### src/common/gtx_pkg.sv
package gtx_pkg;

  ////////////////////////////////////////////////////////////////////////////
  // Lane count
  ////////////////////////////////////////////////////////////////////////////

  // Transceiver lanes in the quad
  // The top level takes its own LANES parameter from this default
  localparam int unsigned LANES = 4;

  // One bit per lane
  // Carries the reset-done flags, ready levels, error strobes and force-error
  typedef logic [LANES-1:0] lane_vec_t;

  ////////////////////////////////////////////////////////////////////////////
  // PRBS pattern select
  ////////////////////////////////////////////////////////////////////////////

  // Pattern select field of the TX generator and RX checker
  typedef logic [2:0] prbs_mode_t;

  // Generator and checker disabled
  localparam prbs_mode_t PRBS_OFF = 3'b000;

  // PRBS-7 pattern on both sides of the link
  localparam prbs_mode_t PRBS_7 = 3'b001;

  ////////////////////////////////////////////////////////////////////////////
  // Error counting
  ////////////////////////////////////////////////////////////////////////////

  // Saturating PRBS error count of one lane
  typedef logic [7:0] err_count_t;

  // Count holds here instead of wrapping
  localparam err_count_t ERR_COUNT_MAX = 8'hFF;

endpackage

### src/common/drp_pkg.sv
package drp_pkg;

  ////////////////////////////////////////////////////////////////////////////
  // DRP port widths
  ////////////////////////////////////////////////////////////////////////////

  // Register address on the dynamic reconfiguration port
  typedef logic [7:0] drp_addr_t;

  // Read and write data word
  typedef logic [15:0] drp_data_t;

  // Transceiver status register polled while the link is up
  localparam drp_addr_t STATUS_ADDR = 8'h82;

  ////////////////////////////////////////////////////////////////////////////
  // Reader FSM
  ////////////////////////////////////////////////////////////////////////////

  // IDLE      wait for link up
  // ISSUE     single-cycle enable with the address on the port
  // WAIT_RDY  read outstanding, waiting for drdy
  // DONE      captured word presented with a valid pulse
  typedef enum logic [1:0] {
    IDLE,
    ISSUE,
    WAIT_RDY,
    DONE
  } drp_state_t;

endpackage

### src/hw/reset_request.sv
`timescale 1ns/10ps

module reset_request #(
  parameter int unsigned RESET_HOLD = 8
) (
  input  logic gtx0_txusrclk2_i,
  input  logic gtx0_rxresetdone_i_r,
  input  logic tx_reset_btn_i,
  input  logic rx_reset_btn_i,
  output logic gtx_reset_o,
  output logic lane_clear_o
);

  // Hold counter wide enough for the full stretch
  localparam int unsigned HOLD_W = $clog2(RESET_HOLD + 1);

  logic              btn_r;
  logic [HOLD_W-1:0] hold_cnt;
  logic              hold_active;

  // Either button resets the whole quad, TX and RX together
  always_ff @(posedge gtx0_txusrclk2_i or negedge gtx0_rxresetdone_i_r)
  begin
    if (!gtx0_rxresetdone_i_r)
      btn_r <= 1'b0;
    else
      btn_r <= tx_reset_btn_i | rx_reset_btn_i;
  end

  // Registered press covers the first cycle
  // Counter covers the remaining RESET_HOLD-1 cycles
  // A new press while counting restarts the stretch
  always_ff @(posedge gtx0_txusrclk2_i or negedge gtx0_rxresetdone_i_r)
  begin
    if (!gtx0_rxresetdone_i_r)
      hold_cnt <= '0;
    else if (btn_r)
      hold_cnt <= HOLD_W'(RESET_HOLD - 1);
    else if (hold_cnt != '0)
      hold_cnt <= hold_cnt - 1'b1;
  end

  assign hold_active = btn_r | (hold_cnt != '0);

  // Same stretched pulse to the transceiver and to the lane synchronizers
  assign gtx_reset_o  = hold_active;
  assign lane_clear_o = hold_active;

  // Reset must be gone once the buttons have been quiet for the full hold
  a_reset_bounded : assert property (
    @(posedge gtx0_txusrclk2_i) disable iff (!gtx0_rxresetdone_i_r)
    (!btn_r)[*RESET_HOLD] |-> !gtx_reset_o
  );

endmodule

### src/lane_sync/lane_sync.sv
`timescale 1ns/10ps

module lane_sync
  import gtx_pkg::*;
(
  input  logic       gtx0_txusrclk2_i,
  input  logic       gtx0_rxresetdone_i_r,
  input  logic       tx_resetdone_i,
  input  logic       rx_resetdone_i,
  input  logic       rx_prbs_err_i,
  input  logic       force_err_i,
  input  logic       lane_clear_i,
  input  logic       prbs_cnt_reset_i,
  output logic       tx_ready_o,
  output logic       rx_ready_o,
  output logic       tx_force_err_o,
  output err_count_t err_count_o
);

  logic       tx_chain_rst_n;
  logic       tx_done_r;
  logic       tx_done_r2;
  logic       rx_done_s;
  logic       rx_chain_rst_n;
  logic       rx_done_r;
  logic       rx_done_r2;
  logic       rx_done_r3;
  logic       rx_check_reset;
  logic       cnt_en;
  err_count_t err_cnt;

  ////////////////////////////////////////////////////////////////////////////
  // Reset-done synchronizers
  ////////////////////////////////////////////////////////////////////////////

  // TX chain drops at once when the flag falls, rises after two edges
  assign tx_chain_rst_n = tx_resetdone_i & gtx0_rxresetdone_i_r;

  always_ff @(posedge gtx0_txusrclk2_i or negedge tx_chain_rst_n)
  begin
    if (!tx_chain_rst_n)
    begin
      tx_done_r  <= 1'b0;
      tx_done_r2 <= 1'b0;
    end
    else
    begin
      tx_done_r  <= 1'b1;
      tx_done_r2 <= tx_done_r;
    end
  end

  // RX flag sampled once first
  always_ff @(posedge gtx0_txusrclk2_i or negedge gtx0_rxresetdone_i_r)
  begin
    if (!gtx0_rxresetdone_i_r)
      rx_done_s <= 1'b0;
    else
      rx_done_s <= rx_resetdone_i;
  end

  // Then a two-flop chain cleared by the low sampled flag
  assign rx_chain_rst_n = rx_done_s & gtx0_rxresetdone_i_r;

  always_ff @(posedge gtx0_txusrclk2_i or negedge rx_chain_rst_n)
  begin
    if (!rx_chain_rst_n)
    begin
      rx_done_r  <= 1'b0;
      rx_done_r2 <= 1'b0;
    end
    else
    begin
      rx_done_r  <= rx_done_s;
      rx_done_r2 <= rx_done_r;
    end
  end

  // Third stage releases the checker one cycle after rx_ready
  always_ff @(posedge gtx0_txusrclk2_i or negedge gtx0_rxresetdone_i_r)
  begin
    if (!gtx0_rxresetdone_i_r)
      rx_done_r3 <= 1'b0;
    else
      rx_done_r3 <= rx_done_r2;
  end

  assign rx_check_reset = ~rx_done_r3;

  // Stretched reset request masks both ready levels
  assign tx_ready_o = tx_done_r2 & ~lane_clear_i;
  assign rx_ready_o = rx_done_r2 & ~lane_clear_i;

  ////////////////////////////////////////////////////////////////////////////
  // Force error and error counter
  ////////////////////////////////////////////////////////////////////////////

  always_ff @(posedge gtx0_txusrclk2_i or negedge gtx0_rxresetdone_i_r)
  begin
    if (!gtx0_rxresetdone_i_r)
      tx_force_err_o <= 1'b0;
    else
      tx_force_err_o <= force_err_i;
  end

  // Count only with the test running and the checker out of reset
  assign cnt_en = ~prbs_cnt_reset_i & ~rx_check_reset;

  always_ff @(posedge gtx0_txusrclk2_i or negedge gtx0_rxresetdone_i_r)
  begin
    if (!gtx0_rxresetdone_i_r)
      err_cnt <= '0;
    else if (prbs_cnt_reset_i)
      err_cnt <= '0;
    else if (cnt_en && rx_prbs_err_i && (err_cnt != ERR_COUNT_MAX))
      err_cnt <= err_cnt + 1'b1;
  end

  assign err_count_o = err_cnt;

  // Full count stays full until the test controls clear it
  a_no_wrap : assert property (
    @(posedge gtx0_txusrclk2_i) disable iff (!gtx0_rxresetdone_i_r)
    (err_cnt == ERR_COUNT_MAX) && !prbs_cnt_reset_i |=> err_cnt == ERR_COUNT_MAX
  );

endmodule

### src/hw/link_monitor.sv
`timescale 1ns/10ps

module link_monitor
  import gtx_pkg::*;
#(
  parameter int unsigned LANES = 4
) (
  input  logic       gtx0_txusrclk2_i,
  input  logic       gtx0_rxresetdone_i_r,
  input  lane_vec_t  tx_ready_i,
  input  lane_vec_t  rx_ready_i,
  output prbs_mode_t tx_prbs_mode_o,
  output prbs_mode_t rx_prbs_mode_o,
  output logic       prbs_cnt_reset_o,
  output logic       link_up_o
);

  logic       all_done;
  prbs_mode_t tx_mode_q;
  prbs_mode_t rx_mode_q;
  logic       link_up_q;

  // Every lane ready in both directions
  assign all_done = (&tx_ready_i[LANES-1:0]) & (&rx_ready_i[LANES-1:0]);

  ////////////////////////////////////////////////////////////////////////////
  // PRBS test controls
  ////////////////////////////////////////////////////////////////////////////

  // Pattern on only once the whole quad is up
  // Any lane dropping turns the test off on the next edge
  always_ff @(posedge gtx0_txusrclk2_i or negedge gtx0_rxresetdone_i_r)
  begin
    if (!gtx0_rxresetdone_i_r)
    begin
      tx_mode_q <= PRBS_OFF;
      rx_mode_q <= PRBS_OFF;
      link_up_q <= 1'b0;
    end
    else if (all_done)
    begin
      tx_mode_q <= PRBS_7;
      rx_mode_q <= PRBS_7;
      link_up_q <= 1'b1;
    end
    else
    begin
      tx_mode_q <= PRBS_OFF;
      rx_mode_q <= PRBS_OFF;
      link_up_q <= 1'b0;
    end
  end

  assign tx_prbs_mode_o = tx_mode_q;
  assign rx_prbs_mode_o = rx_mode_q;

  // Counters held in reset whenever the link is down
  assign prbs_cnt_reset_o = ~link_up_q;
  assign link_up_o        = link_up_q;

endmodule

### src/drp_reader/drp_reader.sv
`timescale 1ns/10ps

module drp_reader
  import drp_pkg::*;
(
  input  logic      gtx0_txusrclk2_i,
  input  logic      gtx0_rxresetdone_i_r,
  input  logic      link_up_i,
  input  logic      drp_drdy_i,
  input  drp_data_t drp_do_i,
  output logic      drp_en_o,
  output logic      drp_we_o,
  output drp_addr_t drp_addr_o,
  output drp_data_t drp_di_o,
  output drp_data_t status_data_o,
  output logic      status_valid_o
);

  drp_state_t state_q;
  drp_state_t state_d;
  drp_data_t  rd_data_q;

  ////////////////////////////////////////////////////////////////////////////
  // Read sequencer
  ////////////////////////////////////////////////////////////////////////////

  always_ff @(posedge gtx0_txusrclk2_i or negedge gtx0_rxresetdone_i_r)
  begin
    if (!gtx0_rxresetdone_i_r)
      state_q <= IDLE;
    else
      state_q <= state_d;
  end

  always_comb
  begin
    state_d = state_q;
    case (state_q)
      // Start a read whenever the link is up
      IDLE:
      begin
        if (link_up_i)
          state_d = ISSUE;
      end
      // Enable lasts this one cycle only
      ISSUE:
        state_d = WAIT_RDY;
      // Latency is up to the port, drdy ends it
      // A read in flight is finished even if the link drops
      WAIT_RDY:
      begin
        if (drp_drdy_i)
          state_d = DONE;
      end
      DONE:
        state_d = IDLE;
      default:
        state_d = IDLE;
    endcase
  end

  // Capture the returned word on ready
  always_ff @(posedge gtx0_txusrclk2_i)
  begin
    if ((state_q == WAIT_RDY) && drp_drdy_i)
      rd_data_q <= drp_do_i;
  end

  // Read only, fixed status address
  assign drp_en_o   = (state_q == ISSUE);
  assign drp_we_o   = 1'b0;
  assign drp_addr_o = STATUS_ADDR;
  assign drp_di_o   = '0;

  // Word valid for one cycle, overwritten by the next read
  assign status_data_o  = rd_data_q;
  assign status_valid_o = (state_q == DONE);

  // Each enable is a read of the status register
  // No second enable goes out before the first one is answered
  a_single_read : assert property (
    @(posedge gtx0_txusrclk2_i) disable iff (!gtx0_rxresetdone_i_r)
    drp_en_o |-> (!drp_we_o && (drp_addr_o == STATUS_ADDR))
      ##1 (!drp_en_o throughout drp_drdy_i[->1])
  );

endmodule

### src/hw/prbs_link_top.sv
`timescale 1ns/10ps

module prbs_link_top
  import gtx_pkg::*;
  import drp_pkg::*;
#(
  parameter int unsigned LANES      = gtx_pkg::LANES,
  parameter int unsigned RESET_HOLD = 8
) (
  input  logic       gtx0_txusrclk2_i,
  input  logic       gtx0_rxresetdone_i_r,
  input  logic       tx_reset_btn_i,
  input  logic       rx_reset_btn_i,
  input  lane_vec_t  force_err_btn_i,
  input  lane_vec_t  tx_resetdone_i,
  input  lane_vec_t  rx_resetdone_i,
  input  lane_vec_t  rx_prbs_err_i,
  input  logic       drp_drdy_i,
  input  drp_data_t  drp_do_i,
  output logic       gtx_reset_o,
  output lane_vec_t  tx_force_err_o,
  output prbs_mode_t tx_prbs_mode_o,
  output prbs_mode_t rx_prbs_mode_o,
  output logic       prbs_cnt_reset_o,
  output err_count_t err_count_o [LANES],
  output logic       drp_en_o,
  output logic       drp_we_o,
  output drp_addr_t  drp_addr_o,
  output drp_data_t  drp_di_o,
  output drp_data_t  status_data_o,
  output logic       status_valid_o
);

  logic      lane_clear;
  lane_vec_t tx_ready;
  lane_vec_t rx_ready;
  logic      link_up;

  // Lane vectors come from the package, the count must agree
  if ($bits(lane_vec_t) != LANES)
  begin : g_lane_check
    $error("LANES does not match the lane vector width");
  end

  ////////////////////////////////////////////////////////////////////////////
  // Reset request and per-lane synchronizers
  ////////////////////////////////////////////////////////////////////////////

  reset_request #(
    .RESET_HOLD (RESET_HOLD)
  ) u_reset_request (
    .gtx0_txusrclk2_i     (gtx0_txusrclk2_i),
    .gtx0_rxresetdone_i_r (gtx0_rxresetdone_i_r),
    .tx_reset_btn_i       (tx_reset_btn_i),
    .rx_reset_btn_i       (rx_reset_btn_i),
    .gtx_reset_o          (gtx_reset_o),
    .lane_clear_o         (lane_clear)
  );

  for (genvar g = 0; g < LANES; g++)
  begin : g_lane
    lane_sync u_lane_sync (
      .gtx0_txusrclk2_i     (gtx0_txusrclk2_i),
      .gtx0_rxresetdone_i_r (gtx0_rxresetdone_i_r),
      .tx_resetdone_i       (tx_resetdone_i[g]),
      .rx_resetdone_i       (rx_resetdone_i[g]),
      .rx_prbs_err_i        (rx_prbs_err_i[g]),
      .force_err_i          (force_err_btn_i[g]),
      .lane_clear_i         (lane_clear),
      .prbs_cnt_reset_i     (prbs_cnt_reset_o),
      .tx_ready_o           (tx_ready[g]),
      .rx_ready_o           (rx_ready[g]),
      .tx_force_err_o       (tx_force_err_o[g]),
      .err_count_o          (err_count_o[g])
    );
  end

  ////////////////////////////////////////////////////////////////////////////
  // Link controls and status polling
  ////////////////////////////////////////////////////////////////////////////

  link_monitor #(
    .LANES (LANES)
  ) u_link_monitor (
    .gtx0_txusrclk2_i     (gtx0_txusrclk2_i),
    .gtx0_rxresetdone_i_r (gtx0_rxresetdone_i_r),
    .tx_ready_i           (tx_ready),
    .rx_ready_i           (rx_ready),
    .tx_prbs_mode_o       (tx_prbs_mode_o),
    .rx_prbs_mode_o       (rx_prbs_mode_o),
    .prbs_cnt_reset_o     (prbs_cnt_reset_o),
    .link_up_o            (link_up)
  );

  // Status register of lane 0 only
  drp_reader u_drp_reader (
    .gtx0_txusrclk2_i     (gtx0_txusrclk2_i),
    .gtx0_rxresetdone_i_r (gtx0_rxresetdone_i_r),
    .link_up_i            (link_up),
    .drp_drdy_i           (drp_drdy_i),
    .drp_do_i             (drp_do_i),
    .drp_en_o             (drp_en_o),
    .drp_we_o             (drp_we_o),
    .drp_addr_o           (drp_addr_o),
    .drp_di_o             (drp_di_o),
    .status_data_o        (status_data_o),
    .status_valid_o       (status_valid_o)
  );

endmodule

### config.mk
export PLATFORM = sky130hd
export DESIGN_NAME = prbs_link_top
export DESIGN_NICKNAME = d
export VERILOG_FILES = /design/src/common/gtx_pkg.sv /design/src/common/drp_pkg.sv /design/src/hw/reset_request.sv /design/src/lane_sync/lane_sync.sv /design/src/hw/link_monitor.sv /design/src/drp_reader/drp_reader.sv /design/src/hw/prbs_link_top.sv
export SDC_FILE = /design/constraint.sdc
export NUM_CORES = 1
export LEC_CHECK = 0
export BUFFER_PORTS_ARGS = -buffer_cell sky130_fd_sc_hd__buf_2
export CAP_MARGIN = 20
export CORE_UTILIZATION = 49
export CTS_CLUSTER_SIZE = 28
export DETAILED_ROUTE_END_ITERATION = 8
export GPL_ROUTABILITY_DRIVEN = 1
export PLACE_DENSITY_LB_ADDON = 0.15
export SETUP_SLACK_MARGIN = 0.1
export SLEW_MARGIN = 20
export SYNTH_ARGS = -nofsm -noshare
export SYNTH_HDL_FRONTEND = slang
export SYNTH_HIERARCHICAL = 1
export SYNTH_SLANG_ARGS = --single-unit
### constraint.sdc
create_clock -name gtx0_txusrclk2_i -period 1.32 [get_ports gtx0_txusrclk2_i]
set_input_delay 0.198 -clock gtx0_txusrclk2_i [delete_from_list [all_inputs] [get_ports gtx0_txusrclk2_i]]
set_output_delay 0.198 -clock gtx0_txusrclk2_i [all_outputs]
set_load 0.02 [all_outputs]
### After elaboration in Yosys (flattened, before gate mapping)

Cells that the tools add are included.

| word-level totals | value |
|---|---|
| word-level logic and storage cells | 111 |
| input port bits | 37 |
| register bits after elaboration | 87 |
| output and inout bits | 87 |

| operators by class | value |
|---|---|
| reductions and logical operators | 15 |
| bitwise operators | 25 |
| equal/unequal tests | 13 |
| add/subtract/negate cells | 5 |
| multiplexer cells | 15 |

Operator list:

| kind | count |
|---|---|
| $mux 8 | 8 |
| $add 8x1->8 const B | 4 |
| $ne 8x8->1 const B | 4 |
| $and 1x1->1 | 21 |
| $ne 2x2->1 const B | 6 |
| $logic_and 1x1->1 | 9 |
| $mux 4 | 2 |
| $pmux 2 s4 | 1 |
| $reduce_and 4->1 | 2 |
| $eq 2x2->1 const B | 2 |
| $mux 2 | 2 |
| $reduce_bool 4->1 | 1 |
| $sub 4x1->4 const B | 1 |
| $eq 2x1->1 const B | 1 |
| $logic_not 2->1 | 1 |
| $mux 1 | 2 |
| $not 1->1 | 2 |
| $or 1x1->1 | 2 |
| $reduce_and 2->1 | 1 |
| $reduce_bool 2->1 | 1 |

### Longest topological paths before layout

| depth | value |
|---|---|
| depth after elaboration | 7 |
| gate-level depth with buffers | 8 |
| depth with buffers taken out | 7 |

### Modules after synthesis

The synthesis kept the hierarchy.

Modules (own cells, without submodules):

| module | instances | cells an instance | seq. area each (sq um) | area an instance (sq um) |
|---|---|---|---|---|
| lane_sync | 4 | 57 | 375.4 | 663.1 |
| drp_reader | 1 | 57 | 530.5 | 829.5 |
| reset_request | 1 | 27 | 125.1 | 300.3 |
| link_monitor | 1 | 12 | 25.0 | 93.8 |

### Least setup slack after synthesis

No wires, ideal clock.

| timing | value |
|---|---|
| kind | register to register |
| start | register g_lane[0].u_lane_sync.err_cnt[0] |
| end | register g_lane[0].u_lane_sync.err_cnt[5] |
| data arrival time | 1.565 ns |
| setup slack | -0.365 ns |
| period minus slack after synthesis | 1.685 ns |
| buffers on the path | 0 |
| library setup time | 0.120 ns |
| stages on the path, launching flop included | 6 |
| data required time | 1.200 ns |
| path through | dfrtp_1 > ha_1 > and3_1 > a211oi_2 > a21oi_1 > a31o_2 |

| on the way | value |
|---|---|
| cells in the longest elaborated chain, start to end | 3 |
| elaborated cells on any way between the ends | 6 |
| those cells by class | 1 x add/sub; 2 x eq/ne; 2 x mux; 1 x reduce/logical |

Ends and longest elaborated chain:

| what | RTL line | source |
|---|---|---|
| start: declaration | lane_sync.sv:30 | `err_count_t err_cnt;` |
| start signal: assignment | lane_sync.sv:116 | `err_cnt <= err_cnt + 1'b1;` |
| $add 8x1->8 / $ne 8x8->1 (equally long branches) | lane_sync.sv:116, lane_sync.sv:115 |  |
| $mux 8 / $logic_and 1x1->1 (equally long branches) | lane_sync.sv:115 | `else if (cnt_en && rx_prbs_err_i && (err_cnt != ERR_COUNT_MAX))` |
| $mux 8 / $ne 2x2->1 (equally long branches) | -- |  |

Several ways; a longest one is shown, not always the timed one. The select of a mux whose other input is x is not followed.
A chain may end at the register's enable or synchronous reset.

### Worst setup path in the final report

| timing | value |
|---|---|
| start | register u_reset_request.hold_cnt[1] |
| end | output port gtx_reset_o |

| on the way | value |
|---|---|
| cells in the longest elaborated chain, start to end | 2 |

Ends and longest elaborated chain:

| what | RTL line | source |
|---|---|---|
| start: declaration | reset_request.sv:18 | `logic [HOLD_W-1:0] hold_cnt;` |
| start signal: assignment | reset_request.sv:38 | `hold_cnt <= HOLD_W'(RESET_HOLD - 1);` |
| start signal: assignment | reset_request.sv:40 | `hold_cnt <= hold_cnt - 1'b1;` |
| $reduce_bool 4->1 | reset_request.sv:43 | `assign hold_active = btn_r \| (hold_cnt != '0);` |
| $or 1x1->1 | reset_request.sv:43 |  |
| end: declaration | prbs_link_top.sv:20 | `output logic gtx_reset_o,` |

No other way between the ends.

==> metrics <==
status=finished with violations; failing checks=setup timing; worst setup margin=-0.317 ns; WL final=11300 um; FF-to-FF setup slack=-0.29 ns; EDFF count, synth=16; Req. time, crit path=1.12 ns; post-route core utilization=85.9%; I/O Buffers=94; pin count of the biggest net entering global routing=61; proportion of layout cells with a drive suffix above 1=60.5%; mapped cell area=3880 um^2; Ports=124; CP max stage cell=dfrtp_1; first-pass GRT wire length=15800 um; CTS tree=built; DR WL/cell=17.0 um; sequential fraction of the synthesis area=56.3%; CP endpoint kind=output port; CP delay by family, top=flip-flops; Post-route DRC=0; fin crit share=124%; ys flop type=dfrtp_1; Fin. Hold Viols=0; met3 WL=350 um; RSZ-0062 raised after global routing=yes; CP cell instances=inv_2 > ha_4 > nor3b_4 > nand2b_4 > buf_6; number of buffers created by CTS=9; Worst-path clk slew=0.09 ns; number of fill cells=394; Power per Cell Area=732 nW/um^2; grt total ovfl=0; Vias/cell=4.89; design area=6600 um^2; # clock sinks=84; first drt pass iteration count=4; total of max-cap violations=0; Die H=90.9 um; Register-to-Register Path Depth=8; Max Clk Rate=611 MHz; WHS Path Cells=2; WL met2=6480 um; DIE WIDTH=90.9 um; antenna viol nets, final=0; FFs w/ async S/R, synth=81.0%; Reg-to-Reg End=u_link_monitor/rx_prbs_mode_o[0]; Core ar.=7690 um^2; max-slew violation count=0; CP Launch Type=flop; Site Rows=32; Yosys reg bits=84; M1 wire length=4290 um; routed via count=3254; vias in the first global route=3311; Worst R2R Start=u_reset_request/hold_cnt[1]; Initial Util=50.4%; Detailed Place HPWL=5630 um; ANT cells=0; worst clock skew=0.0137 ns; final setup fails=40; placed cell areas=5050 um^2; slowest stage delay, CP=0.40 ns; crit path max fanout=2; Final Wtd Congestion=0.784; worst hold path startpoint=tx_reset_btn_i; peak supply drop=0.000838 V; CP arrival=1.44 ns; Min-Delay Endpoint=u_reset_request/btn_r; cell count after synthesis=324; syn_area_per_cell=12.0 um^2; final net count=606; area of the die=8270 um^2; Worst Hold Class=input port to flop; Tot GR Track Use=24.8%; Yosys warning count=6; post-route minimum period=1.64 ns; Bufs and invs on worst path=2; initial antenna violation count=0; WS Path Type=flop to output port; Initial DRC Count=158; Clock Tree Buf Depth=2; Skew-Pair Late Insertion Delay=0.36 ns; Synth-to-Final Area Change=70.3%; level count of the clock H-tree=3; Yosys cell types=36; top routing layer used=met4; clock root buffer=clkbuf_8; Leakage Power=2.93 nW
kinds of logic after synthesis:
group / after synthesis / synth area share [%]
flip-flops: 84 / 56.3
adder cells (fa/ha/maj): 10 / 3.23
other: 7 / 0.678
multiplexers: 8 / 2.23
XOR/XNOR: 16 / 3.62
buffers and inverters: 55 / 9.20
AND/OR/NAND/NOR: 101 / 14.3
AO/OA/AOI/OAI: 43 / 10.5
sequential cells by signal, indices dropped and copies added, names as in the netlist:
register / cells
u_link_monitor/rx_prbs_mode_o: 1
g_lane.u_lane_sync/err_count_o: 32
g_lane.u_lane_sync/tx_done_r2: 4
u_reset_request/btn_r: 1
g_lane.u_lane_sync/rx_done_r2: 4
u_drp_reader/state_q: 2
g_lane.u_lane_sync/tx_force_err_o: 4
g_lane.u_lane_sync/rx_done_r: 4
u_drp_reader/status_data_o: 16
g_lane.u_lane_sync/tx_done_r: 4
u_reset_request/hold_cnt: 4
g_lane.u_lane_sync/rx_done_r3: 4
g_lane.u_lane_sync/rx_done_s: 4
power breakdown:
group	total, mW	internal (mW)	leakage, nW	switching [mW]
Sequential	2.71	2.69	0.981	0.0235
Clock	1.75	0.710	0.0833	1.04
Combinational	0.371	0.155	1.87	0.216
Total	4.83	3.55	2.93	1.28
metrics by stage:
stage | worst slack [ns] | TNS [ns] | hold WS (ns) | cells | power, mW
floorplan | -0.206 | -2.69 | -0.0976 | 350 | 2.97
global placement | -0.141 | -2.06 | 0.0961 | 577 | 3.03
detailed placement | -0.172 | -2.99 | 0.0997 | 577 | 3.04
CTS | -0.285 | -3.72 | 0.000887 | 643 | 4.80
global route | -0.374 | -7.15 | 0.00388 | 666 | 5.02
finish | -0.317 | -4.92 | 0.0280 | 666 | 4.83
what timing repair did:
action | CTS | global route
endpoints found under the hold margin | 79 | 5
hold buffers | 24 | 5
cloned | 2 | 0
setup buffers | 26 | 21
resized for setup | 159 | 42
endpoints found under the setup margin | 87 | 92
pin swaps | 32 | 40
cell type report:
class,count,area [um^2],share of cell area [%]
inverters,15,63.8,0.966
clock inverters,7,57.6,0.872
well taps,102,128,1.93
clock buffers,9,124,1.88
multi-input cells,212,1930,29.2
repair buffers,237,2090,31.6
flip-flops and latches,84,2210,33.5
synthesized netlist by cell type, types with 6 or more instances:
library cell / instances / area, um^2
xnor2_1: 16 / 140
ha_1: 10 / 125
dfrtp_1: 68 / 1700
buf_4: 32 / 240
edfxtp_1: 16 / 480
a21oi_1: 16 / 80.1
mux2i_1: 6 / 60.1
conb_1: 7 / 26.3
and2_1: 13 / 81.3
inv_1: 15 / 56.3
nor2b_1: 13 / 81.3
nand2_1: 12 / 45.0
a31o_2: 8 / 70.1
nand2b_1: 6 / 37.5
nor2_1: 31 / 116
layer usage:
layer  track usage, %  vias up
met4             8.33        0
met1             28.3     1637
li1                 -     1498
met5                0        -
met2             45.2      103
met3             6.20       16
cells in the final DEF (no fill, tap or decap), drive strengths merged, types with 2 or more instances in the layout:
| cell | n |
|---|---|
| buf | 207 |
| dfrtp | 68 |
| conb | 33 |
| nor2 | 31 |
| dlygate4sd3 | 29 |
| inv | 19 |
| edfxtp | 16 |
| xnor2 | 16 |
| a21oi | 16 |
| and2 | 14 |
| nor2b | 13 |
| nand2 | 12 |
| ha | 10 |
| clkbuf | 9 |
| a211oi | 8 |
| a31o | 8 |
| mux2i | 6 |
| nand2b | 6 |
| and4 | 4 |
| and3 | 4 |
| or4 | 4 |
| nand3 | 4 |
| or2b | 4 |
| a2111oi | 4 |
| o41ai | 4 |
| clkinvlp | 3 |
| mux2 | 2 |
| nand4 | 2 |
| nor3 | 2 |
how the worst max path moves through the flow:
stage	to	startpoint	cells after the start	slack, ns
finish	gtx_reset_o	u_reset_request/hold_cnt[1]	5	-0.32
global route	gtx_reset_o	u_reset_request/hold_cnt[1]	5	-0.37
CTS	gtx_reset_o	u_reset_request/hold_cnt[1]	5	-0.29
global placement	g_lane[3].u_lane_sync/err_count_o[5]	g_lane[3].u_lane_sync/err_count_o[1]	5	-0.14
detailed placement	g_lane[1].u_lane_sync/err_count_o[7]	g_lane[1].u_lane_sync/err_count_o[1]	5	-0.17
floorplan	u_link_monitor/rx_prbs_mode_o[0]	u_reset_request/hold_cnt[0]	8	-0.21
Note: power is estimated with default switching activity, not from simulation.
